### src/rtl/cpc_clock_enables.sv
// clock enables from a free running divide-by-16 counter on clk_sys
// enables are registered and stay low while hard_reset is high
`timescale 1ns/1ps

module cpc_clock_enables (
	input  logic clk_sys,
	input  logic hard_reset,
	output logic ce_4p_o,
	output logic ce_4n_o,
	output logic ce_8_o,
	output logic ce_16_o
);

	logic [3:0] div;

	always_ff @(posedge clk_sys or posedge hard_reset) begin
		if (hard_reset) begin
			div     <= 4'd0;
			ce_4p_o <= 1'b0;
			ce_4n_o <= 1'b0;
			ce_8_o  <= 1'b0;
			ce_16_o <= 1'b0;
		end else begin
			div     <= div + 4'd1;
			ce_4p_o <= (div == 4'd0);     // cpu phase p
			ce_4n_o <= (div == 4'd8);     // half a cpu cycle later
			ce_8_o  <= (div[2:0] == 3'd0); // fdc
			ce_16_o <= (div[1:0] == 2'd0); // pixel / loader
		end
	end

endmodule

### config.mk
export PLATFORM = sky130hd
export DESIGN_NAME = cpc_clock_enables
export DESIGN_NICKNAME = d
export VERILOG_FILES = /design/src/rtl/cpc_clock_enables.sv
export SDC_FILE = /design/constraint.sdc
export NUM_CORES = 1
export LEC_CHECK = 0
export BUFFER_PORTS_ARGS = -buffer_cell sky130_fd_sc_hd__buf_2
export CORE_AREA = 2 2 39 41
export CTS_BUF_LIST = sky130_fd_sc_hd__clkbuf_16
export DETAILED_ROUTE_END_ITERATION = 16
export DIE_AREA = 0 0 41 43
export GPL_TIMING_DRIVEN = 0
export SLEW_MARGIN = 20
export SYNTH_ARGS = -nofsm -noshare
export SYNTH_HDL_FRONTEND = slang
export SYNTH_SLANG_ARGS = --single-unit
### constraint.sdc
create_clock -name clk_sys -period 1.8 [get_ports clk_sys]
set_input_delay 0.18 -clock clk_sys [delete_from_list [all_inputs] [get_ports clk_sys]]
set_output_delay 0.18 -clock clk_sys [all_outputs]
set_load 0.1 [all_outputs]
; ---- Yosys cells after proc, flatten, opt, wreduce, memory -nomap -nowiden
; Index checks and enable logic that the tools add are counted.
[word_totals]
regBits = 8
latch_bits = 0
ram_bits = 0
mem_bits_ro = 0
inputBits = 2
out_inout_bits = 4
word_cells = 10
memories = 0
[classes]
n_addsub = 1
n_mul = 0
div = 0
n_lt_le_gt_ge = 0
eq_ne = 1
shift = 0
mux = 0
bitwise_logic = 0
n_reduce_logical = 3
[ops]
columns = op, count
row1 = $add A4 B1 Y4 const B, 1
row2 = $eq A4 B4 Y1 const B, 1
row3 = $logic_not A4 Y1, 1
row4 = $logic_not A3 Y1, 1
row5 = $logic_not A2 Y1, 1

; ---- Logic depth before layout (Yosys ltp)
; Gate-level depths: netlist (run 1).
[depth]
ltp_word = 1
ltp_mapped = 4
mapped_depth_nobuf = 4

; ---- Worst setup path after synthesis (run 1)
; OpenSTA, ideal clock, no wires.
[synth_timing]
kind = register to output
startpoint = register ce_16_o
endpoint = output port ce_16_o
t_arrival_ps = 883
required_time_ps = 1620
slack_ps = 737
path_stages_with_launch = 1
path_buffers = 0
path_cell_list = dfrtp_1
[synth_lines]
columns = element, line
row1 = from (decl), 11  ; output logic ce_16_o
row2 = from (signal assigned), 28  ; ce_16_o <= (div[1:0] == 2'd0);
; No word-level cell between the ends.

; ---- Worst setup path in the final report (run 1)
[layout_timing]
startpoint = register ce_4p_o
endpoint = output port ce_4p_o
[layout_lines]
columns = element, line
row1 = from (decl), 8  ; output logic ce_4p_o,
row2 = from (signal assigned), 25  ; ce_4p_o <= (div == 4'd0);
; No word-level cell between the ends.

==> impl_metrics.csv, run 1 <==
group,metric,value,unit
outcome,status,"completed",
floorplan,initial_utilization,20.7,%
clock_tree,numCtsBuffers,3,
cells_and_area,fill_cells,141,
critical_path,r2r_cells,4,
sta,hold_violations,0,
cells_and_area,area_delta_synth_final,45.4,%
synth,seq_area_frac_synth,69.9,%
sta,fmax,877,MHz
synth,synth-compound-area-share,0,%
pwr,total_leakage_power,0.206,nW
critical_path,slowest_stage,"buf_2",
synth,ys_types,9,
cells_and_area,diodes,0,
synth,synth_top_family_by_area,"simple AND/OR/NAND/NOR gates",
critical_path,crit_required,1620,ps
synth,synth_mux_area_share,0,%
placed_design,numPortBuffers,5,
cells_and_area,final_nets,34,
floorplan,die_x,41,um
clock_tree,cts_root_buf,"clkbuf_16",
sta,fin_skew,2.02,ps
global_routing,grt_first_pass_wirelength,731,um
placed_design,place_area,332,um^2
sta,slew_headroom,67.6,%
sta,slew_violations,0,
clock_tree,clk_path_buf_depth,2,
floorplan,io_pins,6,
critical_path,critPathTopFamily,"buffers and inverters",
detailed_routing,wl,439,um
pwr,p_int,0.469,mW
detailed_routing,via_count,166,
pwr,p_per_area,1330,nW/um^2
synth,ys_seq_elements,8,
sta,worst_pin_slew,489,ps
detailed_routing,route.detailed.vias_per_inst,3.77,
detailed_routing,drc,0,
clock_tree,clk_pin_slew,40,ps
pwr,p_clk_share,66.3,%
detailed_routing,firstDrtPassIters,1,
cells_and_area,fin_area,417,um^2
critical_path,r2r-end,"ce_4p_o",
placed_design,gp_congestion,0.687,
global_routing,grt_pass1_vias,180,
cells_and_area,seqCellArea,200,um^2
synth,syn-num-nets,23,
clock_tree,clock_sinks,8,
floorplan,rows,14,
detailed_routing,dr_wl_met3,67,um
detailed_routing,met1_length,157,um
sta,fin_crit,1140,ps
synth,synth_adder_area_share,8.73,%
synth,ys_warn_count,0,
global_routing,grt_max_degree,9,
pwr,pwr-share-seq,32.6,%
synth,synthSimpleGateAreaFrac,11.4,%
cells_and_area,layout-drive-gt1-share,35.7,%
synth,netlist_top_cells_area,"dfrtp_1 70%, ha_1 8.7%, inv_1 3.9%",
critical_path,critical_path.max_fanout,1,
floorplan,core-area,1380,um^2
critical_path,start_kind,"flip-flop",
critical_path,rrSetupSlack,700,ps
detailed_routing,avgRoutedWirePerCell,9.98,um
synth,yosysTopAreaCell,"dfrtp_1",
sta,setup_viol,0,
clock_tree,cts_setup_buffers,0,
global_routing,antenna_found_initial,0,
detailed_routing,top_layer,"met4",
detailed_routing,drt_iter0_markers,0,
pwr,p_comb_share,1.1,%
clock_tree,cts_tree,"yes",
clock_tree,clk_latency,230,ps
clock_tree,cts_htree_levels,1,
pwr,peakVddDrop,0.586,mV
pwr,switching_share,15.4,%
critical_path,max_stage_delay,420,ps
detailed_routing,wl_met2,194,um
synth,postSynthCellCount,19,
sta,rsz0062_at_grt,"no",
floorplan,dieArea,1760,um^2
floorplan,die_h,43,um
synth,synth_area,287,um^2
global_routing,grt_overflow,0,
sta,fin_crit_sh,63.4,%
detailed_routing,ant_nets,0,
critical_path,r2r-start,"div[0]",
critical_path,end_kind,"primary output",
critical_path,critPathBufInv,1,
hold_path,hold_class,"input port to asynchronous set/reset pin",
placed_design,dp_hpwl,318,um
run,maxCapViolations,0,
cells_and_area,multi_input_area,75.1,um^2
critical_path,critical_path_arrival,960,ps
pwr,netSwitchingPower,0.0856,mW
critical_path,crit_chain,"buf_2",
critical_path,critPathKind,"flip-flop to primary output",
synth,yosys.area_share.xor_xnor,6.11,%
global_routing,track_usage,8.00,%
sta,finalSetupTns,0,ps
synth,synth_area_per_cell,15.1,um^2
synth,synth_top_area_share,69.9,%
[power groups by stage]
stage / Combinational [mW] / Clock [mW] / Sequential, mW
after floorplan: 0.00281 / 0 / 0.183
after global placement: 0.00425 / 0 / 0.183
after detailed placement: 0.00463 / 0 / 0.183
after CTS: 0.00628 / 0.375 / 0.181
after global routing: 0.00724 / 0.384 / 0.181
final: 0.00585 / 0.368 / 0.181
[synthesized netlist by cell type]
cell type  instances
dfrtp_1            8
inv_1              3
ha_1               2
and2_1             1
and2b_1            1
nand3_2            1
nor2b_2            1
xnor2_1            1
xor2_1             1
[cell families after synthesis]
logic type               count (synthesis)
adder cells (fa/ha/maj)                  2
buffers and inverters                    3
AND/OR/NAND/NOR                          4
flip-flops                               8
XOR/XNOR                                 2
[worst max-delay path by stage]
stage,from,slack [ps],endpoint,cells after the start
finish,ce_4p_o,660,ce_4p_o,1
global route,ce_4p_o,630,ce_4p_o,1
CTS,ce_8_o,650,ce_8_o,1
detailed placement,div[0],690,ce_4p_o,4
global placement,div[0],750,ce_4n_o,4
floorplan,ce_16_o,740,ce_16_o,0
[cell usage in the layout, fill, tap and decap left out]
cell,count
dfrtp_1,8
clkbuf_16,3
nor2b_2,1
xnor2_1,1
dlygate4sd3_1,1
and2b_1,1
and2_1,1
buf_2,5
xor2_1,1
inv_1,3
nand3_2,1
ha_1,2
[per-layer routing]
layer / track usage, % / up-vias
li1: - / 75
met1: 5.63 / 79
met2: 10.0 / 8
met4: 8.00 / 0
met5: 0 / -
met3: 9.42 / 4
[flip-flops by register name (all words and copies together) (netlist names)]
name	flops
ce_8_o	1
ce_4p_o	1
div	4
ce_4n_o	1
ce_16_o	1
[area by class of cell]
class | count | area share [%]
Multi-Input combinational cell | 8 | 18.0
Clock buffer | 3 | 18.0
Sequential cell | 8 | 48.0
Tap cell | 16 | 4.80
Inverter | 3 | 2.70
Timing Repair Buffer | 6 | 8.41
[per-stage QoR]
stage	std cells	power, mW	utilization, %	hold slack [ps]	setup slack [ps]
floorplan	19	0.186	-	-4.34	737
global placement	40	0.187	24.0	118	752
detailed placement	40	0.188	24.0	133	687
CTS	44	0.562	30.1	442	652
global route	44	0.572	30.1	483	632
finish	44	0.555	30.1	426	659
[what timing repair did]
action,in CTS,in global routing
endpoints found under the hold margin,8,0
hold buffers,1,0
gates resized for setup,0,0
Note: power is estimated with default switching activity, not from simulation.
==> run 2, diff against run 1 <==
--- a/config.mk
+++ b/config.mk
@@ -5,6 +5,7 @@
 export SDC_FILE = /design/constraint.sdc
 export NUM_CORES = 1
 export LEC_CHECK = 0
+export ABC_AREA = 1
 export BUFFER_PORTS_ARGS = -buffer_cell sky130_fd_sc_hd__buf_2
 export CORE_AREA = 2 2 39 41
 export CTS_BUF_LIST = sky130_fd_sc_hd__clkbuf_16
==> constraint.sdc (replaced) <==
create_clock -name clk_sys -period 0.92 [get_ports clk_sys]
set_input_delay 0.092 -clock clk_sys [delete_from_list [all_inputs] [get_ports clk_sys]]
set_output_delay 0.092 -clock clk_sys [all_outputs]
set_load 0.1 [all_outputs]
==> impl_metrics.csv, run 2 <==
group,metric,value,unit
floorplan,core-area,1380,um^2
sta,slew_headroom,79.8,%
sta,worst_pin_slew,303,ps
detailed_routing,wl,470,um
pwr,peakVddDrop,0.795,mV
critical_path,slowest_stage,"dfrtp_1",
floorplan,io_pins,6,
floorplan,die_x,41,um
global_routing,grt_pass1_vias,181,
pwr,p_int,0.917,mW
synth,synth_edf_count,0,
global_routing,grt_overflow,0,
critical_path,critical_path.max_fanout,4,
critical_path,crit_chain,"inv_2 -> ha_4 -> inv_4 -> nor3_4",
global_routing,grt_max_degree,9,
cells_and_area,final_nets,40,
synth,yosys-top-cells-count,"8 x dfrtp_1, 5 x inv_1, 2 x ha_1, 2 x nand2_1, 2 x nor3_1",
floorplan,dieArea,1760,um^2
detailed_routing,drc,0,
critical_path,start_kind,"flip-flop",
synth,ys_warn_count,0,
cells_and_area,diodes,0,
pwr,netSwitchingPower,0.163,mW
global_routing,track_usage,7.47,%
placed_design,dp_hpwl,292,um
placed_design,numPortBuffers,5,
pwr,switching_share,15.1,%
hold_path,hold_class,"input port to asynchronous set/reset pin",
detailed_routing,avgRoutedWirePerCell,9.40,um
cells_and_area,fill_cells,145,
placed_design,place_area,335,um^2
global_routing,antenna_found_initial,0,
critical_path,crit_required,1070,ps
critical_path,end_kind,"flip-flop",
critical_path,r2r_cells,4,
placed_design,pre_cts_ws,-24.7,ps
synth,seq_area_frac_synth,70.2,%
floorplan,rows,14,
synth,syn-num-nets,27,
critical_path,critPathTopFamily,"flip-flops",
cells_and_area,largest_register_ffs,4,
cells_and_area,regMostFlops,"div",
clock_tree,clk_latency,230,ps
synth,synth_area,285,um^2
clock_tree,cts_htree_levels,1,
sta,fmax,1110,MHz
sta,holdWs,348,ps
critical_path,cp.depth,4,
pwr,fin_total_pwr,1.08,mW
sta,rsz0062_at_grt,"yes",
synth,synth_top_area_share,70.2,%
clock_tree,cts_tree,"yes",
cells_and_area,area_delta_synth_final,72.4,%
synth,netlist_top_cells_area,"dfrtp_1 70%, ha_1 8.8%, inv_1 6.6%",
synth,yosysTopAreaCell,"dfrtp_1",
clock_tree,cts_root_buf,"clkbuf_16",
critical_path,critical_path_arrival,1050,ps
sta,worst_slack,17.4,ps
clock_tree,numCtsBuffers,3,
pwr,p_comb_share,1.1,%
clock_tree,clock_sinks,8,
floorplan,die_h,43,um
run,maxCapViolations,0,
sta,fin_skew,2.40,ps
pwr,p_per_area,2200,nW/um^2
clock_tree,clk_pin_slew,40,ps
outcome,status,"completed",
critical_path,max_stage_delay,410,ps
cells_and_area,layout_common_cells,"4 x dfrtp_2, 4 x dfrtp_1, 4 x buf_6, 3 x clkbuf_16",
synth,synth_area_per_cell,12.4,um^2
clock_tree,clk_path_buf_depth,2,
pwr,p_clk_share,66.1,%
synth,postSynthCellCount,23,
synth,synth-main-ff-cell,"dfrtp_1",
sta,slew_violations,0,
detailed_routing,drt_iter0_markers,1,
detailed_routing,firstDrtPassIters,2,
synth,synthArstFlopShare,100,%
synth,yosysMostFrequentCell,"dfrtp_1",
detailed_routing,via_count,202,
placed_design,gp_congestion,0.717,
synth,ys_types,9,
cells_and_area,fin_area,492,um^2
synth,ys_seq_elements,8,
pwr,pwr-share-seq,32.8,%
sta,fin_crit_sh,98.1,%
detailed_routing,ant_nets,0,
detailed_routing,route.detailed.vias_per_inst,4.04,
floorplan,initial_utilization,20.6,%
cells_and_area,layout-drive-gt1-share,58.8,%
critical_path,critPathKind,"flip-flop to flip-flop",
pwr,total_leakage_power,0.225,nW
global_routing,grt_first_pass_wirelength,752,um
sta,fin_crit,903,ps
sta,hold_violations,0,
critical_path,critPathBufInv,2,
sta,setup_viol,0,
-- run 2: per-stage QoR --
| stage | std cells | util, % | TNS [ps] |
|---|---|---|---|
| final | 50 | 35.5 | 0 |
| after detailed placement | 44 | 24.2 | -50.7 |
| after floorplan | 23 | - | 0 |
| after global placement | 44 | 24.2 | 0 |
| after global routing | 50 | 35.5 | -76.0 |
| after CTS | 48 | 33.1 | 0 |
-- run 2: worst paths after layout --
kind                            start       to  slack (ps)
min in group clk_sys           div[3]  ce_4p_o         490
max in group asynchronous  hard_reset  ce_16_o         320
min reg2reg                    div[3]  ce_4p_o         490
min                        hard_reset   div[2]         350
max                            div[0]  ce_4p_o          20
max reg2reg                    div[0]  ce_4p_o          20
-- run 2: tightest hold or removal path: cells and delay by family --
| kind | cells | cell delay [ps] |
|---|---|---|
| buffers and inverters | 3 | 880 |
-- run 2: metal layers --
| layer | global-route usage [%] | wire length (um) |
|---|---|---|
| met5 | 0 | 0 |
| met3 | 3.14 | 30 |
| met4 | 12.0 | 23 |
| met1 | 6.86 | 184 |
| met2 | 9.06 | 232 |
-- run 2: logic make-up after synthesis --
family,after synthesis,share of synthesized area [%]
DFF,8,70.2
and+or+nand+nor,7,11.4
buffers and inverters,5,6.58
adders and majority gates,2,8.77
xor gates and xnor gates,1,3.07
-- run 2: power groups by stage --
stage	Sequential (mW)	Clock, mW	Combinational (mW)
2_1_floorplan	0.358	0	0.00548
3_3_place_gp	0.358	0	0.00880
3_5_place_dp	0.358	0	0.00929
4_1_cts	0.354	0.725	0.0125
5_1_grt	0.354	0.749	0.0143
6_report	0.354	0.714	0.0119
-- run 2: cell type report --
class,count,area (um^2),area share [%]
repair buffers,8,75.1,15.3
multi-input cells,10,95.1,19.3
clock buffers,3,75.1,15.3
inverters,5,21.3,4.33
well taps,16,20.0,4.07
flip-flops and latches,8,205,41.7
-- run 2: timing repair --
action                                  CTS  global route
gates resized for setup                  13             4
endpoints found under the hold margin     8             0
gates cloned                              0             0
endpoints found under the setup margin    7             4
buffers inserted                          0             2
pin swaps                                 0             2
hold buffers                              1             0
==> run 3, diff against run 2 <==
--- a/config.mk
+++ b/config.mk
@@ -7,11 +7,14 @@
 export LEC_CHECK = 0
 export ABC_AREA = 1
 export BUFFER_PORTS_ARGS = -buffer_cell sky130_fd_sc_hd__buf_2
+export CELL_PAD_IN_SITES_DETAIL_PLACEMENT = 2
+export CELL_PAD_IN_SITES_GLOBAL_PLACEMENT = 2
 export CORE_AREA = 2 2 39 41
 export CTS_BUF_LIST = sky130_fd_sc_hd__clkbuf_16
 export DETAILED_ROUTE_END_ITERATION = 16
 export DIE_AREA = 0 0 41 43
 export GPL_TIMING_DRIVEN = 0
+export PLACE_DENSITY_LB_ADDON = 0.1
 export SLEW_MARGIN = 20
 export SYNTH_ARGS = -nofsm -noshare
 export SYNTH_HDL_FRONTEND = slang
==> impl_metrics.csv, run 3 (synthesis gave the netlist of run 2 again) <==
group,metric,value,unit
outcome,status,"completed",
cells_and_area,layout-drive-gt1-share,61.1,%
hold_path,hold_class,"input port to asynchronous set/reset pin",
critical_path,max_stage_delay,390,ps
critical_path,crit_chain,"buf_6",
critical_path,slowest_stage,"dfrtp_2",
placed_design,numPortBuffers,5,
sta,slew_headroom,79.0,%
cells_and_area,fill_cells,146,
clock_tree,cts_htree_levels,1,
floorplan,initial_utilization,20.6,%
pwr,p_comb_share,1.1,%
placed_design,pre_cts_ws,-25.4,ps
critical_path,crit_required,830,ps
sta,holdWs,345,ps
critical_path,critical_path_arrival,810,ps
critical_path,critPathTopFamily,"flip-flops",
sta,fin_crit,903,ps
detailed_routing,via_count,219,
detailed_routing,ant_nets,0,
detailed_routing,avgRoutedWirePerCell,12.6,um
cells_and_area,seqCellArea,205,um^2
cells_and_area,layout_common_cells,"4 x dfrtp_2, 4 x dfrtp_1",
pwr,netSwitchingPower,0.197,mW
pwr,p_per_area,2210,nW/um^2
global_routing,antenna_found_initial,0,
global_routing,grt_overflow,0,
cells_and_area,area_delta_synth_final,78.1,%
clock_tree,cts_tree,"yes",
sta,setup_viol,0,
critical_path,critPathKind,"flip-flop to primary output",
global_routing,grt_pass1_vias,250,
floorplan,core-area,1380,um^2
cells_and_area,multi_input_area,91.3,um^2
sta,slew_violations,0,
floorplan,die_x,41,um
sta,worst_pin_slew,315,ps
detailed_routing,wl,655,um
critical_path,start_kind,"flip-flop",
floorplan,rows,14,
pwr,pwr-share-seq,31.5,%
pwr,total_leakage_power,0.244,nW
critical_path,end_kind,"primary output",
detailed_routing,drt_iter0_markers,0,
pwr,p_int,0.926,mW
critical_path,critical_path.max_fanout,1,
floorplan,die_h,43,um
clock_tree,clk_latency,240,ps
floorplan,io_pins,6,
pwr,p_clk_share,67.4,%
placed_design,gp_congestion,0.628,
detailed_routing,route.detailed.vias_per_inst,4.21,
clock_tree,numCtsBuffers,3,
cells_and_area,largest_register_ffs,4,
critical_path,critPathBufInv,1,
cells_and_area,final_nets,41,
cells_and_area,utilization,36.7,%
pwr,switching_share,17.6,%
sta,fin_skew,3.94,ps
clock_tree,clk_path_buf_depth,2,
detailed_routing,firstDrtPassIters,1,
cells_and_area,diodes,0,
sta,fin_crit_sh,98.2,%
sta,rsz0062_at_grt,"yes",
clock_tree,clock_sinks,8,
sta,fmax,1110,MHz
clock_tree,cts_root_buf,"clkbuf_16",
pwr,peakVddDrop,1.04,mV
global_routing,track_usage,11.5,%
cells_and_area,regMostFlops,"div",
sta,worst_slack,16.6,ps
sta,hold_violations,0,
detailed_routing,drc,0,
run,maxCapViolations,0,
floorplan,dieArea,1760,um^2
global_routing,grt_max_degree,9,
clock_tree,clk_pin_slew,40,ps
global_routing,grt_first_pass_wirelength,1.17,mm
[run 3: routing by layer]
layer	GRT usage (%)	vias to the layer above	wire (um)
li1	-	97	-
met4	10.0	0	34
met2	16.6	8	361
met1	11.0	109	224
met5	0	-	0
met3	6.28	5	35
[run 3: final timing paths]
| kind | slack (ps) | endpoint | cells past startpoint | startpoint |
|---|---|---|---|---|
| worst min register to register | 480 | ce_4p_o | 1 | div[3] |
| min in group clk_sys | 480 | ce_4p_o | 1 | div[3] |
| worst min-delay path | 350 | div[0] | 3 | hard_reset |
| max in group asynchronous | 310 | ce_4n_o | 3 | hard_reset |
| worst max-delay path | 20 | ce_16_o | 1 | ce_16_o |
| worst max register to register | 50 | div[2] | 2 | div[0] |
[run 3: power groups by stage]
stage / Sequential (mW) / Clock (mW) / Combinational (mW)
after global placement: 0.358 / 0 / 0.00907
after global routing: 0.353 / 0.802 / 0.0146
after CTS: 0.353 / 0.768 / 0.0135
after detailed placement: 0.358 / 0 / 0.00983
after floorplan: 0.358 / 0 / 0.00548
final: 0.353 / 0.757 / 0.0121
[run 3: final cells by class]
cell class | instances | area share [%]
clock inverters | 1 | 0.739
multi-input cells | 10 | 18.0
flip-flops and latches | 8 | 40.4
repair buffers | 9 | 18.0
inverters | 5 | 4.19
clock buffers | 3 | 14.8
well taps | 16 | 3.94
[run 3: timing repair]
item	CTS	global route
endpoints found under the hold margin	8	0
setup endpoints to repair	7	7
buffers inserted	2	1
hold buffers	1	0
gates resized for setup	13	6
pin swaps	0	2
[run 3: per-stage QoR]
stage	TNS, ps	power [mW]	instances	cell area (um^2)
4_1_cts	0	1.14	51	482
2_1_floorplan	0	0.364	23	290
6_report	0	1.12	52	508
5_1_grt	-12.0	1.17	52	508
3_3_place_gp	-42.6	0.367	44	335
3_5_place_dp	-61.4	0.368	44	335
[run 3: worst reg2reg max path, delay by kind of cell (launching register included)]
kind | cells | cell delay, ps
xor+xnor | 1 | 140
fa+ha+maj | 1 | 190
flops | 1 | 410
