<file path="src/rtl/cpc_consts.svh">
// width, download index, page and multiface constants for the CPC memory blocks
// pages are 9 bits wide, bit 8 picks the upper ROM half of the SDRAM
`ifndef CPC_CONSTS_SVH
`define CPC_CONSTS_SVH

//////////////////////////////////////////////////
// widths

// sdram byte address, page number, offset inside a 16 KB page
`define CPC_SDRAM_AW 23
`define CPC_PAGE_W 9
`define CPC_OFFSET_W 14

//////////////////////////////////////////////////
// ioctl download indices

`define CPC_IDX_ROM 8'd0
`define CPC_IDX_DSK 8'd1
`define CPC_IDX_EXT 8'd3
`define CPC_IDX_TAPE 8'd4

//////////////////////////////////////////////////
// sdram pages

`define CPC_PAGE_LOWER 9'h000
`define CPC_PAGE_BASIC 9'h100
`define CPC_PAGE_AMSDOS 9'h107
`define CPC_PAGE_MF2 9'h1FF
// spare page, catches expansion files with a malformed extension
`define CPC_PAGE_BADEXT 9'h1EE

//////////////////////////////////////////////////
// multiface two

`define CPC_MF2_NMI_VEC 16'h0066
`define CPC_MF2_HIDE_VEC 16'h0065
// fee8/feea with the two low bits dropped, bit 1 selects page out
`define CPC_MF2_CTRL_PORT 14'b11_1111_1011_1010

`endif
</file>
<file path="src/rtl/cpc_bus_pkg.sv">
// z80 bus types; the address word is read as an i/o port or as a memory address
// the memory view splits the 64 KB space into eight 8 KB windows

package cpc_bus_pkg;

	typedef logic [7:0] cpu_data_t;

	// port view, high byte carries the device select
	typedef struct packed {
		logic [7:0] port_hi;
		logic [7:0] port_lo;
	} cpu_io_addr_t;

	// memory view, 8 KB windows
	typedef struct packed {
		logic [2:0]  window;
		logic [12:0] offset;
	} cpu_mem_addr_t;

	typedef union packed {
		cpu_io_addr_t  io;
		cpu_mem_addr_t mem;
	} cpu_addr_u;

endpackage

</file>
<file path="src/rtl/cpc_loader_pkg.sv">
// loader side types: sdram addresses, ROM pages, download kinds
// widths come from cpc_consts.svh
`include "cpc_consts.svh"

package cpc_loader_pkg;

	// byte address into the sdram
	typedef logic [`CPC_SDRAM_AW-1:0] sdram_addr_t;

	// 16 KB page number, top bit is the ROM half
	typedef logic [`CPC_PAGE_W-1:0] rom_page_t;

	// what the ioctl download currently carries
	typedef enum logic [2:0] {
		dl_none,
		dl_rom,
		dl_disk,
		dl_ext,
		dl_tape
	} dl_kind_t;

endpackage

</file>
<file path="src/rtl/cpc_mem_router.sv">
// loader page map and sdram request steering; loader owns sdram while cpu_reset_i is high
// request outputs are combinational, rom_mask_o lags mem_addr_i by one cycle
`timescale 1ns/1ps
`include "cpc_consts.svh"

module cpc_mem_router (
	input  logic                        clk_sys,
	input  logic                        hard_reset,
	input  logic                        cpu_reset_i,
	input  logic                        model_i,
	input  logic                        ioctl_download_i,
	input  logic                        ioctl_wr_i,
	input  logic [7:0]                  ioctl_index_i,
	input  logic [24:0]                 ioctl_addr_i,
	input  cpc_bus_pkg::cpu_data_t      ioctl_dout_i,
	input  logic [15:0]                 ioctl_file_ext_i,
	input  logic                        rom_hidden_i,
	input  logic                        mem_rd_i,
	input  logic                        mem_wr_i,
	input  cpc_loader_pkg::sdram_addr_t mem_addr_i,
	input  cpc_bus_pkg::cpu_addr_u      cpu_addr_i,
	input  cpc_bus_pkg::cpu_data_t      cpu_dout_i,
	input  logic                        mf2_rom_en_i,
	input  logic                        mf2_ram_en_i,
	output cpc_loader_pkg::dl_kind_t    dl_kind_o,
	output logic                        sdram_oe_o,
	output logic                        sdram_we_o,
	output cpc_loader_pkg::sdram_addr_t sdram_addr_o,
	output logic [1:0]                  sdram_bank_o,
	output cpc_bus_pkg::cpu_data_t      sdram_din_o,
	output logic                        rom_mask_o
);
	import cpc_loader_pkg::*;

	// {valid, value} of one ascii hex digit, upper case only
	function automatic logic [4:0] hex_nibble(input logic [7:0] c);
		if (c >= "0" && c <= "9")
			return {1'b1, c[3:0]};
		if (c >= "A" && c <= "F")
			return {1'b1, c[3:0] + 4'd9};
		return 5'd0;
	endfunction

	logic         boot_sel;     // rom or expansion download
	logic         boot_wr;
	rom_page_t    boot_page;
	sdram_addr_t  boot_a;
	logic [1:0]   boot_bank;
	rom_page_t    ext_page;
	logic         combo;
	rom_page_t    page_dec;
	logic         combo_dec;
	logic [4:0]   nib_hi;
	logic [4:0]   nib_lo;
	logic         old_download;
	logic         old_wr;
	logic [255:0] rom_map;      // one bit per upper-half page
	logic [7:0]   map_addr;

	//////////////////////////////////////////////////
	// download decode

	always_comb begin
		dl_kind_o = dl_none;
		if (ioctl_download_i) begin
			case (ioctl_index_i)
				`CPC_IDX_ROM:  dl_kind_o = dl_rom;
				`CPC_IDX_DSK:  dl_kind_o = dl_disk;
				`CPC_IDX_EXT:  dl_kind_o = dl_ext;
				`CPC_IDX_TAPE: dl_kind_o = dl_tape;
				default:       dl_kind_o = dl_none;
			endcase
		end
	end

	assign boot_sel = (dl_kind_o == dl_rom) || (dl_kind_o == dl_ext);

	// page from the two-character extension
	always_comb begin
		nib_hi    = hex_nibble(ioctl_file_ext_i[15:8]);
		nib_lo    = hex_nibble(ioctl_file_ext_i[7:0]);
		page_dec  = `CPC_PAGE_BADEXT;
		combo_dec = 1'b0;
		if (nib_hi[4])
			page_dec[7:4] = nib_hi[3:0];
		if (nib_lo[4])
			page_dec[3:0] = nib_lo[3:0];
		if (ioctl_file_ext_i == "ZZ")
			page_dec = `CPC_PAGE_LOWER;
		if (ioctl_file_ext_i == "Z0") begin
			page_dec  = `CPC_PAGE_LOWER; // lower rom, then on into the upper pages
			combo_dec = 1'b1;
		end
	end

	//////////////////////////////////////////////////
	// loader address map

	always_comb begin
		boot_wr   = boot_sel & ioctl_wr_i;
		boot_page = `CPC_PAGE_MF2;
		boot_bank = 2'd0;
		if (dl_kind_o == dl_ext) begin
			boot_page = {ext_page[8], ext_page[7:0] + ioctl_addr_i[21:14]};
			boot_bank = {1'b0, model_i};
		end else begin
			case (ioctl_addr_i[24:14])
				11'd0, 11'd4: boot_page = `CPC_PAGE_LOWER;
				11'd1, 11'd5: boot_page = `CPC_PAGE_BASIC;
				11'd2, 11'd6: boot_page = `CPC_PAGE_AMSDOS;
				11'd3, 11'd7: boot_page = `CPC_PAGE_MF2;
				default:      boot_wr   = 1'b0; // beyond the rom image
			endcase
			if (ioctl_addr_i[24:17] == 8'd0)
				boot_bank = {1'b0, ioctl_addr_i[16]}; // blocks 4-7 go to bank 1
		end
	end

	assign boot_a = {boot_page, ioctl_addr_i[`CPC_OFFSET_W-1:0]};

	always_ff @(posedge clk_sys or posedge hard_reset) begin
		if (hard_reset) begin
			old_download <= 1'b0;
			old_wr       <= 1'b0;
			ext_page     <= `CPC_PAGE_LOWER;
			combo        <= 1'b0;
			rom_map      <= '0;
		end else begin
			old_download <= ioctl_download_i;
			old_wr       <= ioctl_wr_i;

			// byte written, page counts as loaded
			if (boot_sel && old_wr && !ioctl_wr_i) begin
				if (boot_a[22])
					rom_map[boot_a[21:14]] <= 1'b1;
				if (combo && &boot_a[13:0]) begin
					combo    <= 1'b0;
					ext_page <= `CPC_PAGE_MF2; // next block wraps to page 100
				end
			end

			if (!old_download && ioctl_download_i && dl_kind_o == dl_ext) begin
				ext_page <= page_dec;
				combo    <= combo_dec;
			end
		end
	end

	//////////////////////////////////////////////////
	// rom mask and sdram request

	always_ff @(posedge clk_sys)
		map_addr <= mem_addr_i[`CPC_SDRAM_AW-2:`CPC_OFFSET_W];

	// unloaded upper page, or page ff while the rom is hidden
	assign rom_mask_o = mem_addr_i[22] & (~rom_map[map_addr] | (&map_addr & rom_hidden_i));

	assign sdram_oe_o = cpu_reset_i ? 1'b0 : mem_rd_i & ~mf2_ram_en_i & ~rom_mask_o;
	assign sdram_we_o = cpu_reset_i ? boot_wr : mem_wr_i & ~mf2_ram_en_i & ~mf2_rom_en_i;

	// mf2 rom lives in window 0, so offset bit 13 is zero
	assign sdram_addr_o = cpu_reset_i  ? boot_a :
	                      mf2_rom_en_i ? {`CPC_PAGE_MF2, 1'b0, cpu_addr_i.mem.offset} :
	                      mem_addr_i;

	assign sdram_bank_o = cpu_reset_i ? boot_bank : {1'b0, model_i};
	assign sdram_din_o  = cpu_reset_i ? ioctl_dout_i : cpu_dout_i;

endmodule

</file>
<file path="config.mk">
export PLATFORM = sky130hd
export DESIGN_NAME = cpc_mem_router
export DESIGN_NICKNAME = d
export VERILOG_FILES = /design/src/rtl/cpc_bus_pkg.sv /design/src/rtl/cpc_loader_pkg.sv /design/src/rtl/cpc_mem_router.sv
export VERILOG_INCLUDE_DIRS = /design/src /design/src/rtl
export SDC_FILE = /design/constraint.sdc
export NUM_CORES = 1
export LEC_CHECK = 0
export ABC_AREA = 1
export BUFFER_PORTS_ARGS = -buffer_cell sky130_fd_sc_hd__buf_4
export CORE_MARGIN = 1
export CORE_UTILIZATION = 51
export CTS_BUF_LIST = sky130_fd_sc_hd__clkbuf_4 sky130_fd_sc_hd__clkbuf_8 sky130_fd_sc_hd__clkbuf_16
export CTS_CLUSTER_DIAMETER = 30
export CTS_CLUSTER_SIZE = 40
export DETAILED_ROUTE_END_ITERATION = 7
export MAX_ROUTING_LAYER = met4
export PLACE_DENSITY_LB_ADDON = 0.2
export SYNTH_ARGS = -nofsm -noshare
export SYNTH_HDL_FRONTEND = slang
export SYNTH_SLANG_ARGS = --single-unit
</file>
<file path="constraint.sdc">
create_clock -name clk_sys -period 10.58 [get_ports clk_sys]
set_input_delay 2.116 -clock clk_sys [delete_from_list [all_inputs] [get_ports clk_sys]]
set_output_delay 2.116 -clock clk_sys [all_outputs]
set_load 0.1 [all_outputs]
</file>
==> Yosys cells after proc, flatten, opt, wreduce, memory -nomap -nowiden <==
Cells that the tools add are included.
{ "classes": {"n_reduce_logical": 26, "eq_ne": 14, "order_cmp": 11, "n_mux": 43, "bitwise_logic": 13, "add_sub_neg": 3} }
{ "ops": {"columns": ["cell", "count"], "rows": [
  ["$or 256x256->256", 1],
  ["$mux 9", 6],
  ["$mux 23", 2],
  ["$eq 11x3->1 const B", 4],
  ["$mux 5", 8],
  ["$eq 16x15->1 const B", 2],
  ["$pmux 9 s3", 1],
  ["$eq 11x2->1 const B", 2],
  ["$lt 8x9->1 const B", 2],
  ["$mux 1", 18],
  ["$ge 8x6->1 const B", 2],
  ["$ge 8x7->1 const B", 2],
  ["$le 8x6->1 const B", 2],
  ["$le 8x7->1 const B", 2],
  ["$logic_not 8->1", 2],
  ["$reduce_and 14->1", 1],
  ["$pmux 3 s4", 1],
  ["$eq 11x1->1 const B", 1],
  ["$logic_not 11->1", 1],
  ["$logic_and 1x1->1", 10],
  ["$add 4x4->4 const B", 2],
  ["$add 8x8->8", 1],
  ["$bmux 1 s8", 1],
  ["$demux 1 s8", 1],
  ["other kinds (20)", 35]
]} }
{ "word_totals": {"register_bits": 276, "out_inout_bits": 39} }

==> Logic depth before layout (Yosys ltp) <==
Gate-level depths: netlist of run 1.
{ "depth": {"depth_word": 10, "mapped_depth": 17, "depth_no_buf": 16} }

==> Worst setup path before layout of run 1 <==
OpenSTA, ideal clock, no wires.
{ "synth_timing": {"kind": "input to output", "from": "in ioctl_index_i[3]", "to": "out sdram_we_o", "setup_slack_ns": 3.123, "arrival_time_ns": 5.341, "required_time_ns": 8.464, "n_path_buf": 0, "stages": 8, "path_cell_list": "or2_4 nor3_4 inv_2 nor2_4 nand2_2 nand2_1 o2111ai_1 o21ai_0"} }
{ "synth_via": {"elab_chain_len": 9} }
{ "synth_rtl": {"columns": ["item", "line", "source"], "rows": [
  ["start: declaration", "cpc_mem_router.sv:13", "input logic [7:0] ioctl_index_i,"],
  ["$eq 8x3->1, or another cell as far along", "cpc_mem_router.sv:66", "case (ioctl_index_i)"],
  ["$pmux 3 s4 (*)", "cpc_mem_router.sv:66", null],
  ["$mux 3 (*)", "cpc_mem_router.sv:65", "if (ioctl_download_i) begin"],
  ["net dl_kind_o[1]", "cpc_mem_router.sv:25", "output cpc_loader_pkg::dl_kind_t dl_kind_o,"],
  ["$eq 3x1->1 or $eq 3x2->1 (tied branches)", "cpc_mem_router.sv:76, cpc_mem_router.sv:103", null],
  ["$logic_or 1x1->1", "cpc_mem_router.sv:76", "assign boot_sel = (dl_kind_o == dl_rom) || (dl_kind_o == dl_ext);"],
  ["$and 1x1->1", "cpc_mem_router.sv:100", "boot_wr = boot_sel & ioctl_wr_i;"],
  ["$mux 1", "cpc_mem_router.sv:107", "case (ioctl_addr_i[24:14])"],
  ["$mux 1 (*)", "cpc_mem_router.sv:103", "if (dl_kind_o == dl_ext) begin"],
  ["$mux 1 (*)", "cpc_mem_router.sv:159", "assign sdram_we_o = cpu_reset_i ? boot_wr : mem_wr_i & ~mf2_ram_en_i & ~mf2_rom_en_i;"],
  ["end: declaration", "cpc_mem_router.sv:27", "output logic sdram_we_o,"]
]} }
The timed path passes the listed nets; every way through them passes the cells marked *.

==> Final worst setup path of run 1 <==
{ "layout_timing": {"from": "reg map_addr[0]", "to": "out sdram_oe_o"} }
{ "layout_via": {"elab_chain_len": 8} }
{ "layout_rtl": {"columns": ["item", "line", "source"], "rows": [
  ["start: declaration", "cpc_mem_router.sv:58", "logic [7:0] map_addr;"],
  ["start signal: assignment", "cpc_mem_router.sv:153", "map_addr <= mem_addr_i[`CPC_SDRAM_AW-2:`CPC_OFFSET_W];"],
  ["$bmux 1 s8", "cpc_mem_router.sv:156", "assign rom_mask_o = mem_addr_i[22] & (~rom_map[map_addr] | (&map_addr & rom_hidden_i));"],
  ["$mux 1 (implied by the code)", "cpc_mem_router.sv:156", null],
  ["$not 1->1", "cpc_mem_router.sv:156", null],
  ["$or 1x1->1 (*)", "cpc_mem_router.sv:156", null],
  ["$and 1x1->1 (*)", "cpc_mem_router.sv:156", null],
  ["$not 1->1 (*)", "cpc_mem_router.sv:158", "assign sdram_oe_o = cpu_reset_i ? 1'b0 : mem_rd_i & ~mf2_ram_en_i & ~rom_mask_o;"],
  ["$and 1x1->1 (*)", "cpc_mem_router.sv:158", null],
  ["$mux 1 (*)", "cpc_mem_router.sv:158", null],
  ["end: declaration", "cpc_mem_router.sv:26", "output logic sdram_oe_o,"]
]} }
Mark *: on every way between the ends. The rest lies on a longest branch, timed or not. The select of a mux whose other input is x is not followed.

==> results of run 1 <==
-- where the power goes --
| group | internal [µW] | switching, µW |
|---|---|---|
| Combinational | 73.4 | 195 |
| Sequential | 1060 | 5.74 |
| Clock | 1240 | 612 |
-- flip-flops by register name, indices dropped and copies added (netlist names) --
| register | count |
|---|---|
| old_wr | 1 |
| combo | 1 |
| map_addr | 8 |
| ext_page | 9 |
| old_download | 1 |
| rom_map | 256 |
-- worst min path at each step --
stage	end	startpoint	slack [ns]	cells after the start
after floorplan	rom_map[204]	rom_map[204]	0.42	2
after global placement	rom_map[220]	rom_map[220]	0.43	2
after detailed placement	rom_map[174]	rom_map[174]	0.44	2
after CTS	rom_map[174]	rom_map[174]	0.45	2
after global routing	rom_map[229]	rom_map[229]	0.46	2
final	rom_map[233]	rom_map[233]	0.44	2
-- per-layer routing --
layer	global-route usage, %	up-vias	wire length, µm
met2	49.7	561	19500
met5	-	-	0
met3	5.94	97	3180
met4	12.8	0	1520
li1	-	6180	-
met1	39.8	6192	17600
-- synth_stat cells, drive strengths merged --
cell | count | area [µm²]
nand4 | 5 | 31.3
nor3 | 14 | 131
clkbuf | 47 | 176
nor3b | 1 | 12.5
ha | 17 | 213
nor2 | 94 | 405
nor4 | 6 | 37.5
o221ai | 2 | 17.5
a21o | 1 | 7.51
o22ai | 4 | 25.0
or2 | 3 | 21.3
fa | 1 | 20.0
o21bai | 58 | 439
nand3 | 144 | 726
clkinv | 1 | 3.75
conb | 1 | 3.75
o211ai | 22 | 165
buf | 23 | 145
dfxtp | 8 | 160
a21oi | 80 | 400
o311ai | 1 | 8.76
xnor2 | 2 | 17.5
inv | 316 | 1190
o21ai | 188 | 945
o2111ai | 2 | 17.5
a31oi | 3 | 18.8
xor2 | 2 | 17.5
dfrtp | 268 | 6710
nand3b | 3 | 38.8
nand2 | 544 | 2090
-- metrics by stage --
step           hold WS (ns)  total power (µW)  utilization, %  cell area, µm²
2_1_floorplan         0.418              1260               -           14200
3_3_place_gp          0.428              1350            57.4           15500
3_5_place_dp          0.436              1350            57.4           15500
4_1_cts               0.448              3200            64.9           17600
5_1_grt               0.460              3280            64.9           17600
6_report              0.444              3190            64.9           17600
-- area by class of cell --
class                      instances  area share [%]
sequential                       276            39.1
clock buffer                      65            8.73
inverter                         317            6.84
tap                              372            2.65
clock inverter                    43            2.87
multi-input combinational       1198            33.0
timing repair buffer             159            6.79
-- cell families after synthesis --
kind of cell	synth area share (%)
simple gates	24.6
compound gates	14.4
flops	48.4
fa+ha+maj	1.64
other cells	0.0264
xor+xnor	0.247
buf+inv	10.7
-- critical path, cell delays in order (launching register included) --
cell	delay, ns
dfxtp_4	0.69
buf_4	0.62
buf_4	0.71
nand2_1	0.12
nand2_1	0.10
nand2_1	0.05
nand2_1	0.11
nor2_1	0.07
nand2_1	0.06
inv_1	0.03
nand2_1	0.06
nand3_1	0.09
nand3_1	0.13
nand3_1	0.08
nand2_1	0.18
nand2_1	0.09
a21oi_1	0.25
buf_4	0.35
==> summary by stage, run 1 <==
Pwr
The total leakage power is 0.00898 µW. For this design the ratio of total power to cell area is 181 mW/mm². The maximum resistive drop on vdd is 121 µV.

Synth
In this run, distinct cell masters in the synthesized netlist total 48. Of the synthesized area, sequential elements account for 48.4%. The number of nets produced by synthesis is 1994. The mean cell area of the mapped netlist is 7.63 µm². Synthesis handed over a netlist of 1861 instances.

The area of the mapped netlist is 0.0142 mm². The number of register bits inferred by synthesis is 276. Yosys printed 0 warnings.

Setup path
The largest fanout of any net on the critical path is 71. The setup slack of the most critical reg-to-reg path is 7.47 ns. The path type of the worst setup path is reg -> out.

The data required time at the worst endpoint is 8.46 ns. The end point of the critical path is sdram_oe_o. The launching point of the worst reg2reg path is ext_page[0]. The endpoint of the lowest-slack register-to-register path is rom_map[35].

The start point of the critical path is map_addr[0]. The startpoint class of the critical path is a register. The critical path endpoint category is an output port. The data arrival time of the worst path is 4.40 ns. The worst register-to-register path has a depth of 13.

STA
The worst clock skew is 0.0153 ns. Setup slack closes at 4.06 ns. Setup repair after global routing left no endpoint under its margin. Setup violations remaining at the end of the flow were counted as 0. The slew of the pin with the lowest slew margin is 1.04 ns. The minimum period implied by the final worst setup slack is 6.52 ns. The worst slew margin relative to its limit is 30.4%.

The aggregate negative setup slack is 0 ns. The final hold violation count is 0. Of the available clock period, the critical path in the final layout requires 61.6%. The final-report max-slew violation count came to 0.

Based on the critical path, the design can be clocked at up to 153 MHz.

Clocking
TritonCTS built the clock tree. Post-CTS repair changed the size of 0 cells. The H-tree depth reported by CTS is 2. The clock-pin transition on the worst setup and hold timing paths is 0.05 ns. The tree is rooted in a clkbuf_16. The worst-skew pair later-pin latency is 0.57 ns. The hold buffer count at CTS is 0. The number of clock buffers added by TritonCTS is 58. CTS saw 276 sinks. Buffers added to address setup during post-CTS repair amount to 0. In this run the deepest clock path goes through 3 buffers.

Floorplanning
The starting utilization of the core area is 52.4%. The region available for standard cell placement spans 0.0271 mm². The die outline height is 169 µm.

The width of the chip is 169 µm. The count of pins on the block boundary is 154. The overall die area is 0.0285 mm². The number of cell rows is 60.

Final layout
The net count reported at finish is 2143. The top cell types in the final layout, fill and taps aside, are 532 x nand2_1, 295 x inv_1, 268 x dfrtp_1, 159 x buf_4, 152 x o21ai_0. Summing all multi-input logic gate instances after layout gives 0.00581 mm². The most common cell after layout, fill and taps aside is nand2_1. The fill cell total of the finished layout is 2312. The final instance count without filler cells is 2430.

The number of inserted diodes is 0. Across the whole layout, storage elements account for 0.00687 mm². The ratio of cells with drive above 1 in the final layout is 16.0%.

The layout overhead on the synthesized area is 23.9%.

Place
Detailed placement finished with a half-perimeter wire length of 27.4 mm. The number of cells after detailed placement is 2322. In this run the tool buffered the top-level ports with 149 buffer cells.

Timing analysis after detailed placement gives a worst setup slack of 4.23 ns. At the end of routability-driven placement, the weighted congestion stood at 0.940.

Route
The initial DRC count is 1102. The number of iterations in the first detailed-routing pass is 8. The number of DRC violations after detailed routing is 0. The routed layout has 13000 vias. The final antenna-violating net count is 0. Using the TritonRoute via totals, the vias-per-cell ratio works out to 5.36.

The total wirelength of the detailed-routed design is 41.8 mm. After detailed routing, the average wire length per cell comes to 17.2 µm.

Job
The max-cap violation count is 0.

Global routing
The number of antenna violations at the first check in global routing is 0. The via count of the first global-routing pass is 13000. Entering global routing, the biggest net connects 106 pins. The overall routing resource usage is 31.4%.

The global-route wire length before repair is 67.6 mm. Summed over all layers, the global routing overflow is 0.

Worst hold path
The tightest min-delay check is of the reg -> reg type.

Run status
The run finished with clean final reports.
Note: power is estimated with default switching activity, not from simulation.
==> run 2: changes to the inputs <==
clock period = 6.6 ns   (was 10.58 ns; I/O delays follow)
==> summary by stage, run 2 (same netlist as run 1, synthesis figures left out) <==
Final layout
The number of inserted diodes is 0 (unchanged). The flip-flop count of the largest register after layout was 256 (unchanged). The most common cell after layout, fill and taps aside is nand2_1. The register with the highest flop count is rom_map.

The net count reported at finish is 2137 (-0.28%). From synthesis to final layout, the design area changed by 22.2%. The ratio of cells with drive above 1 in the final layout is 15.6% (-0.45 points). The largest registers in the layout are rom_map (256), ext_page (9), map_addr (8).

The library cells used most frequently in the layout, excluding fill and tap cells, are 532 x nand2_1, 295 x inv_1, 268 x dfrtp_1, 156 x buf_4, 152 x o21ai_0.

STA
The final-report max-slew violation count is 0 (unchanged). The worst slew margin relative to its limit is 24.7% (-5.6 points). The minimum period implied by the final worst setup slack is 4.99 ns. The slew of the pin with the lowest slew margin was 1.13 ns (+0.0846 ns).

The worst hold slack across all endpoints came to 0.446 ns (+0.00141 ns). The worst clock skew is 0.0149 ns (-0.000449 ns). The final hold violation count is 0 (unchanged).

The worst path uses 75.5% of the clock period. The final setup violation count was 0 (unchanged). The upper clock frequency limit is 201 MHz.

The aggregate negative setup slack is 0 ns (unchanged). Setup repair after global routing left no endpoint under its margin.

Clocking
The clock net sink count is 276 (unchanged). The quantity of gates resized following cts is 0 (unchanged). The root buffer cell chosen for the clock tree is clkbuf_16.

The H-tree depth reported by CTS is 2 (unchanged). TritonCTS built the clock tree. The post-CTS setup repair buffer count came to 0 (unchanged).

The worst-skew pair later-pin latency is 0.55 ns (-0.02 ns). The clock-pin transition on the worst setup and hold timing paths is 0.05 ns (about the same). The number of buffers on the longest clock path came to 3 (unchanged). The hold buffer count at CTS is 0 (unchanged). The number of clock buffers inserted by TritonCTS is 53 (-8.6%).

Route
The post-detailed-route via-to-cell ratio is 5.40 (+0.69%). The number of DRC violations after detailed routing is 0 (unchanged). The final antenna-violating net count is 0 (unchanged). The total via count after detailed routing is 13100 (+0.24%). The total wirelength of the detailed-routed design came to 41.5 mm (-0.81%).

The routed wire length per instance is 17.2 µm (-0.36%). The initial DRC count came to 1145 (+3.9%). The number of iterations in the first detailed-routing pass is 5 (-3).

Pwr
The share of total power consumed by net switching came to 25.1% (-0.37 points). The power share of the sequential group is 35.9% (+2.5 points). The share of total power in the clock network is 55.2% (-2.9 points). The internal portion of total power came to 3580 µW (+51%). The power per cell area is 276 mW/mm² (+52%).

The maximum resistive drop on vdd is 212 µV (+75%). The total leakage power came to 0.00889 µW (-1.1%). The net switching power figure is 1200 µW (+48%).

The power share of the combinational group is 8.9% (+0.5 points).

Worst hold path
The worst hold path class is reg -> reg. The instance count along the most critical hold path is 2 (unchanged). For hold timing, the worst endpoint is rom_map[172]. The startpoint identified for the worst hold timing path is rom_map[172].

Setup path
The largest fanout of any net on the critical path came to 81 (+14%). The data arrival time of the worst path is 3.67 ns (-0.73 ns). The data required time at the worst endpoint was 5.28 ns (-3.18 ns). The depth of the most critical reg-to-reg path is 13 (unchanged).

The largest incremental delay on the critical path came to 0.72 ns (about the same). The kind of cell with the highest combined delay along the critical path is buffers and inverters. The worst setup path is captured at an output port. The setup path with the least slack is of type reg -> out. The endpoint of the lowest-slack register-to-register path is rom_map[35]. STA classifies the critical path startpoint as a register.

The total buffers and inverters traversed by the critical path was 3 (-1). The critical path goes through clkinv_2 > buf_4 > nand2_1 > nand3_1 > nand2_1 > nand2_1 > nand2_1 > nor2_1 > nand2_1 > nand3_1 > nand3_1 > nand3_1 > nand2_1 > a21oi_1 > buf_4. The launching point of the worst reg2reg path is ext_page[0].

The cell with the most instances on the worst path is nand2_1. Among all stages on the critical path, the largest delay is contributed by buf_4. The total stage count of the critical path is 15 (-2). The setup slack of the most critical reg-to-reg path is 3.42 ns (-4.05 ns).

Global routing
The largest net degree at the start of global routing is 190 (+79%). The aggregate global routing overflow is 0 (unchanged). The number of antenna violations at the first check in global routing is 0 (unchanged).

The overall routing resource usage came to 31.0% (-0.40 points). The via count of the first global-routing pass came to 13000 (-0.45%). The global-route wire length before repair is 66.7 mm (-1.4%).

Run status
The flow ran to the end, and the final reports show no timing, DRC or antenna violations.

Job
The max-cap violation count was 0 (unchanged).

Floorplanning
The overall die area came to 0.0285 mm² (unchanged). The die outline height came to 169 µm (unchanged). The core box area came to 0.0271 mm² (unchanged).

The starting utilization of the core area was 52.4% (unchanged). The count of pins on the block boundary was 154 (unchanged). The width of the chip is 169 µm (unchanged). The number of cell rows was 60 (unchanged).

Place
The placed wire-length estimate after detailed placement is 27.4 mm (-0.10%). The number of port buffers is 149 (unchanged). The global placement routability congestion came to 0.918 (-2.4%).
[run 2: cell count changes in the layout (fill, tap and decap cells not counted), moves of 4 or more]
cell / before / now
clkbuf_16: 58 / 53
clkinvlp_4: 13 / 9
clkbuf_4: 2 / 11
clkinv_4: 7 / 1
bufinv_16: 8 / 4
[run 2: stage by stage]
| step | util, % | setup slack, ns | instances | power, µW | area, µm² |
|---|---|---|---|---|---|
| 2_1_floorplan | - | 0.735 | 1861 | 2010 | 14200 |
| 3_3_place_gp | 57.4 | 1.84 | 2321 | 2160 | 15600 |
| 3_5_place_dp | 57.4 | 1.84 | 2321 | 2160 | 15600 |
| 4_1_cts | 64.0 | 1.66 | 2419 | 4790 | 17300 |
| 5_1_grt | 64.0 | 1.44 | 2419 | 4910 | 17300 |
| 6_report | 64.0 | 1.61 | 2419 | 4780 | 17300 |
[run 2: power by group through the flow]
| stage | clock [µW] | sequential [µW] | combinational (µW) |
|---|---|---|---|
| floorplan | 0 | 1730 | 283 |
| global placement | 0 | 1740 | 419 |
| detailed placement | 0 | 1740 | 422 |
| CTS | 2650 | 1710 | 424 |
| global route | 2740 | 1710 | 456 |
| finish | 2640 | 1720 | 424 |
[run 2: worst max path at each step]
stage,from,to,slack [ns]
finish,map_addr[0],rom_mask_o,1.61
global route,map_addr[0],rom_mask_o,1.44
CTS,map_addr[2],sdram_oe_o,1.66
detailed placement,ioctl_addr_i[14],sdram_addr_o[20],1.84
global placement,ioctl_addr_i[14],sdram_addr_o[20],1.84
floorplan,ioctl_index_i[3],sdram_we_o,0.74
[run 2: worst register-to-register path, stage by stage, from the launching register on]
cell     delay [ns]
dfrtp_1        0.38
ha_1           0.21
fa_1           0.41
nand3_1        0.10
nand3_1        0.09
nand2_1        0.08
nand2_1        0.05
a21oi_1        0.18
nand2_1        0.07
nand2_1        0.08
nand2_2        0.10
nor2_1         0.42
nand2_1        0.55
o21ai_0        0.37
[run 2: area by class of cell]
type / count / area [µm²]
Clock buffer: 72 / 1520
Clock inverter: 26 / 262
Fill cell: 2375 / 9760
Inverter: 317 / 1200
Multi-Input combinational cell: 1198 / 5810
Sequential cell: 276 / 6870
Tap cell: 372 / 465
Timing Repair Buffer: 158 / 1210
[run 2: layer usage]
metal | global-route usage, % | share of wire (%)
met1 | 39.5 | 42
met2 | 48.7 | 46
met3 | 6.29 | 8.8
met4 | 12.0 | 3.6
met5 | - | 0
==> run 3: changes to the inputs <==
clock period = 5 ns   (was 6.6 ns; I/O delays follow)
==> summary by stage, run 3 (same netlist as run 1, synthesis figures left out) <==
Clocking
The post-CTS setup repair buffer count is 0 (unchanged). The worst-skew pair later-pin latency is 0.57 ns (+0.02 ns). The hold buffer count at CTS came to 0 (unchanged). The number of clock buffers inserted by TritonCTS came to 58 (+9.4%). The clock-pin transition on the worst setup and hold timing paths came to 0.05 ns (about the same). The quantity of gates resized following cts was 0 (unchanged). The H-tree depth reported by CTS is 2 (unchanged).

The number of buffers on the longest clock path is 3 (unchanged). The CTS tree is built. The clock net sink count is 276 (unchanged). The clock tree root driver cell is clkbuf_16.

Setup path
Walking the worst path, the cells encountered are clkinv_2 > buf_12 > nand2_1 > nand3_1 > nand3_1 > nand3_1 > nand2_1 > nand3_1 > nand3_1 > nand3_1 > nand2_1 > nand2_1 > a21oi_1 > buf_4. The largest fanout of any net on the critical path is 52 (-36%). The data required time at the worst endpoint was 4.00 ns (-1.28 ns). The kind of cell adding the most delay to the critical path is buffers and inverters.

The depth of the most critical reg-to-reg path is 13 (unchanged). The largest incremental delay on the critical path is 0.40 ns (-0.32 ns). The total buffers and inverters traversed by the critical path is 3 (unchanged). STA classifies the critical path startpoint as a register. In this design, the critical path's most frequently occurring cell is nand3_1. The critical path in this run is classified as reg -> out. The cell type of the slowest stage on the worst timing path is clkinv_2. The total stage count of the critical path was 14 (-1). STA classifies the critical path endpoint as an output port. The data arrival time of the worst path is 3.49 ns (-0.18 ns).

Final layout
The final instance count without filler cells was 2438 (+0.79%). The most common cell after layout, fill and taps aside is nand2_1. The ratio of cells with drive above 1 in the final layout is 16.5% (+0.92 points). Counting flops per register, the top entry is rom_map. In the final layout, the registers with the most flip-flops are rom_map (256), ext_page (9), map_addr (8).

The library cells used most frequently in the layout, excluding fill and tap cells, are 532 x nand2_1, 295 x inv_1, 268 x dfrtp_1, 160 x buf_4, 151 x o21ai_0. The fill cell total of the finished layout is 2307 (-2.9%). The number of inserted diodes is 0 (unchanged). The net count reported at finish is 2149 (+0.56%). The flip-flop count of the largest register after layout came to 256 (unchanged). The area growth from synthesis to layout is 24.3%.

Route
The total via count after detailed routing is 13000 (-0.11%). The detailed-routing wirelength on met1 is 17.2 mm (-0.27%). The number of DRC violations after detailed routing is 0 (unchanged). The total wirelength of the detailed-routed design was 41.1 mm (-1.1%). The post-detailed-route via-to-cell ratio was 5.35 (-0.89%). The final antenna-violating net count was 0 (unchanged). The number of iterations in the first detailed-routing pass is 6 (+1).

The routed wire length per instance came to 16.8 µm (-1.8%). The initial DRC count is 1107 (-3.3%). After detailed routing, no signal wire sits above met4. The met2 routed wirelength is 19.5 mm (+1.9%). The met3 wirelength from detailed routing is 2.94 mm (-19%).

Floorplanning
The count of pins on the block boundary is 154 (unchanged). The overall die area was 0.0285 mm² (unchanged). The width of the chip is 169 µm (unchanged). The core box area is 0.0271 mm² (unchanged). The starting utilization of the core area is 52.4% (unchanged).

The number of cell rows is 60 (unchanged). The die outline height came to 169 µm (unchanged).

Global routing
The overall routing resource usage came to 30.7% (-0.25 points). The global-route wire length before repair was 66.7 mm (unchanged). The number of antenna violations at the first check in global routing is 0 (unchanged). The via count of the first global-routing pass came to 13000 (+0.12%). The largest net degree at the start of global routing came to 177 (-6.8%). The aggregate global routing overflow is 0 (unchanged).

Place
The placed wire-length estimate after detailed placement came to 27.5 mm (+0.63%). The number of port buffers is 149 (unchanged). The number of cells after detailed placement was 2328 (+0.30%). The global placement routability congestion is 0.951 (+3.7%).

STA
For this run, the top clock speed supported by timing is 223 MHz. The final setup violation count was 0 (unchanged). The final critical path takes up 89.8% of the cycle.

Setup repair after global routing left no endpoint under its margin. The aggregate negative setup slack is 0 ns (unchanged). The worst slew margin relative to its limit was 36.9% (+12 points). The final-report max-slew violation count is 0 (unchanged). The minimum period implied by the final worst setup slack is 4.49 ns. The final hold violation count is 0 (unchanged).

The worst clock skew is 0.0137 ns (-0.00115 ns). The slew of the pin with the lowest slew margin is 0.947 ns (-0.182 ns).

Worst hold path
The tightest min-delay check is of the reg -> reg type. The instance count along the most critical hold path is 2 (unchanged).

Pwr
The total leakage power is 0.00902 µW (+1.6%). The maximum resistive drop on vdd came to 280 µV (+32%). The power per cell area is 375 mW/mm² (+36%).

Job
The max-cap violation count was 0 (unchanged).

Run status
The run finished with clean final reports.
[run 3: cell count changes in the layout (fill, tap and decap cells not counted), sizes merged]
cell      before  now
clkbuf        72   71
clkinvlp       9   11
inv          316  322
bufinv         4    3
buf          158  165
clkinv        14   20
[run 3: layout make-up]
class,instances,area [µm²],area share [%]
Timing Repair Buffer,165,1300,7.37
Inverter,317,1200,6.80
Multi-Input combinational cell,1198,5820,33.0
Clock buffer,71,1620,9.19
Clock inverter,39,367,2.08
Sequential cell,276,6870,38.9
Tap cell,372,465,2.64
[run 3: worst min-delay path: stages, from the launching register on]
cell,delay (ns)
dfrtp_1,0.31
inv_1,0.04
nand2_1,0.05
[run 3: worst paths after layout]
kind                       slack [ns]         start           end
hold / removal                   0.44  rom_map[204]  rom_map[204]
setup reg to reg                 1.98   ext_page[0]   rom_map[47]
max in group asynchronous        3.22    hard_reset   rom_map[37]
hold reg to reg                  0.44  rom_map[204]  rom_map[204]
min in group asynchronous        0.64    hard_reset  rom_map[134]
setup / recovery                 0.51   map_addr[0]    sdram_oe_o
[run 3: routing by layer]
metal	vias to the layer above	global-route usage, %
met5	-	-
li1	6199	-
met4	0	12.4
met1	6206	39.2
met2	542	49.1
met3	100	4.75
[run 3: where the power goes]
part	internal, µW	total (µW)	switching (µW)
clock	2480	3790	1310
sequential	2240	2250	9.40
combinational	164	577	413
total	4890	6620	1730
[run 3: metrics by stage]
| stage | util (%) | setup slack, ns | cell area (µm²) | hold WS, ns | total power [µW] |
|---|---|---|---|---|---|
| after detailed placement | 57.8 | 0.890 | 15700 | 0.434 | 2860 |
| final | 65.1 | 0.510 | 17700 | 0.441 | 6620 |
| after CTS | 65.1 | 0.573 | 17700 | 0.446 | 6650 |
| after global routing | 65.1 | 0.416 | 17700 | 0.457 | 6810 |
| after global placement | 57.8 | 0.911 | 15700 | 0.431 | 2860 |
| after floorplan | - | 0.0189 | 14200 | 0.418 | 2660 |
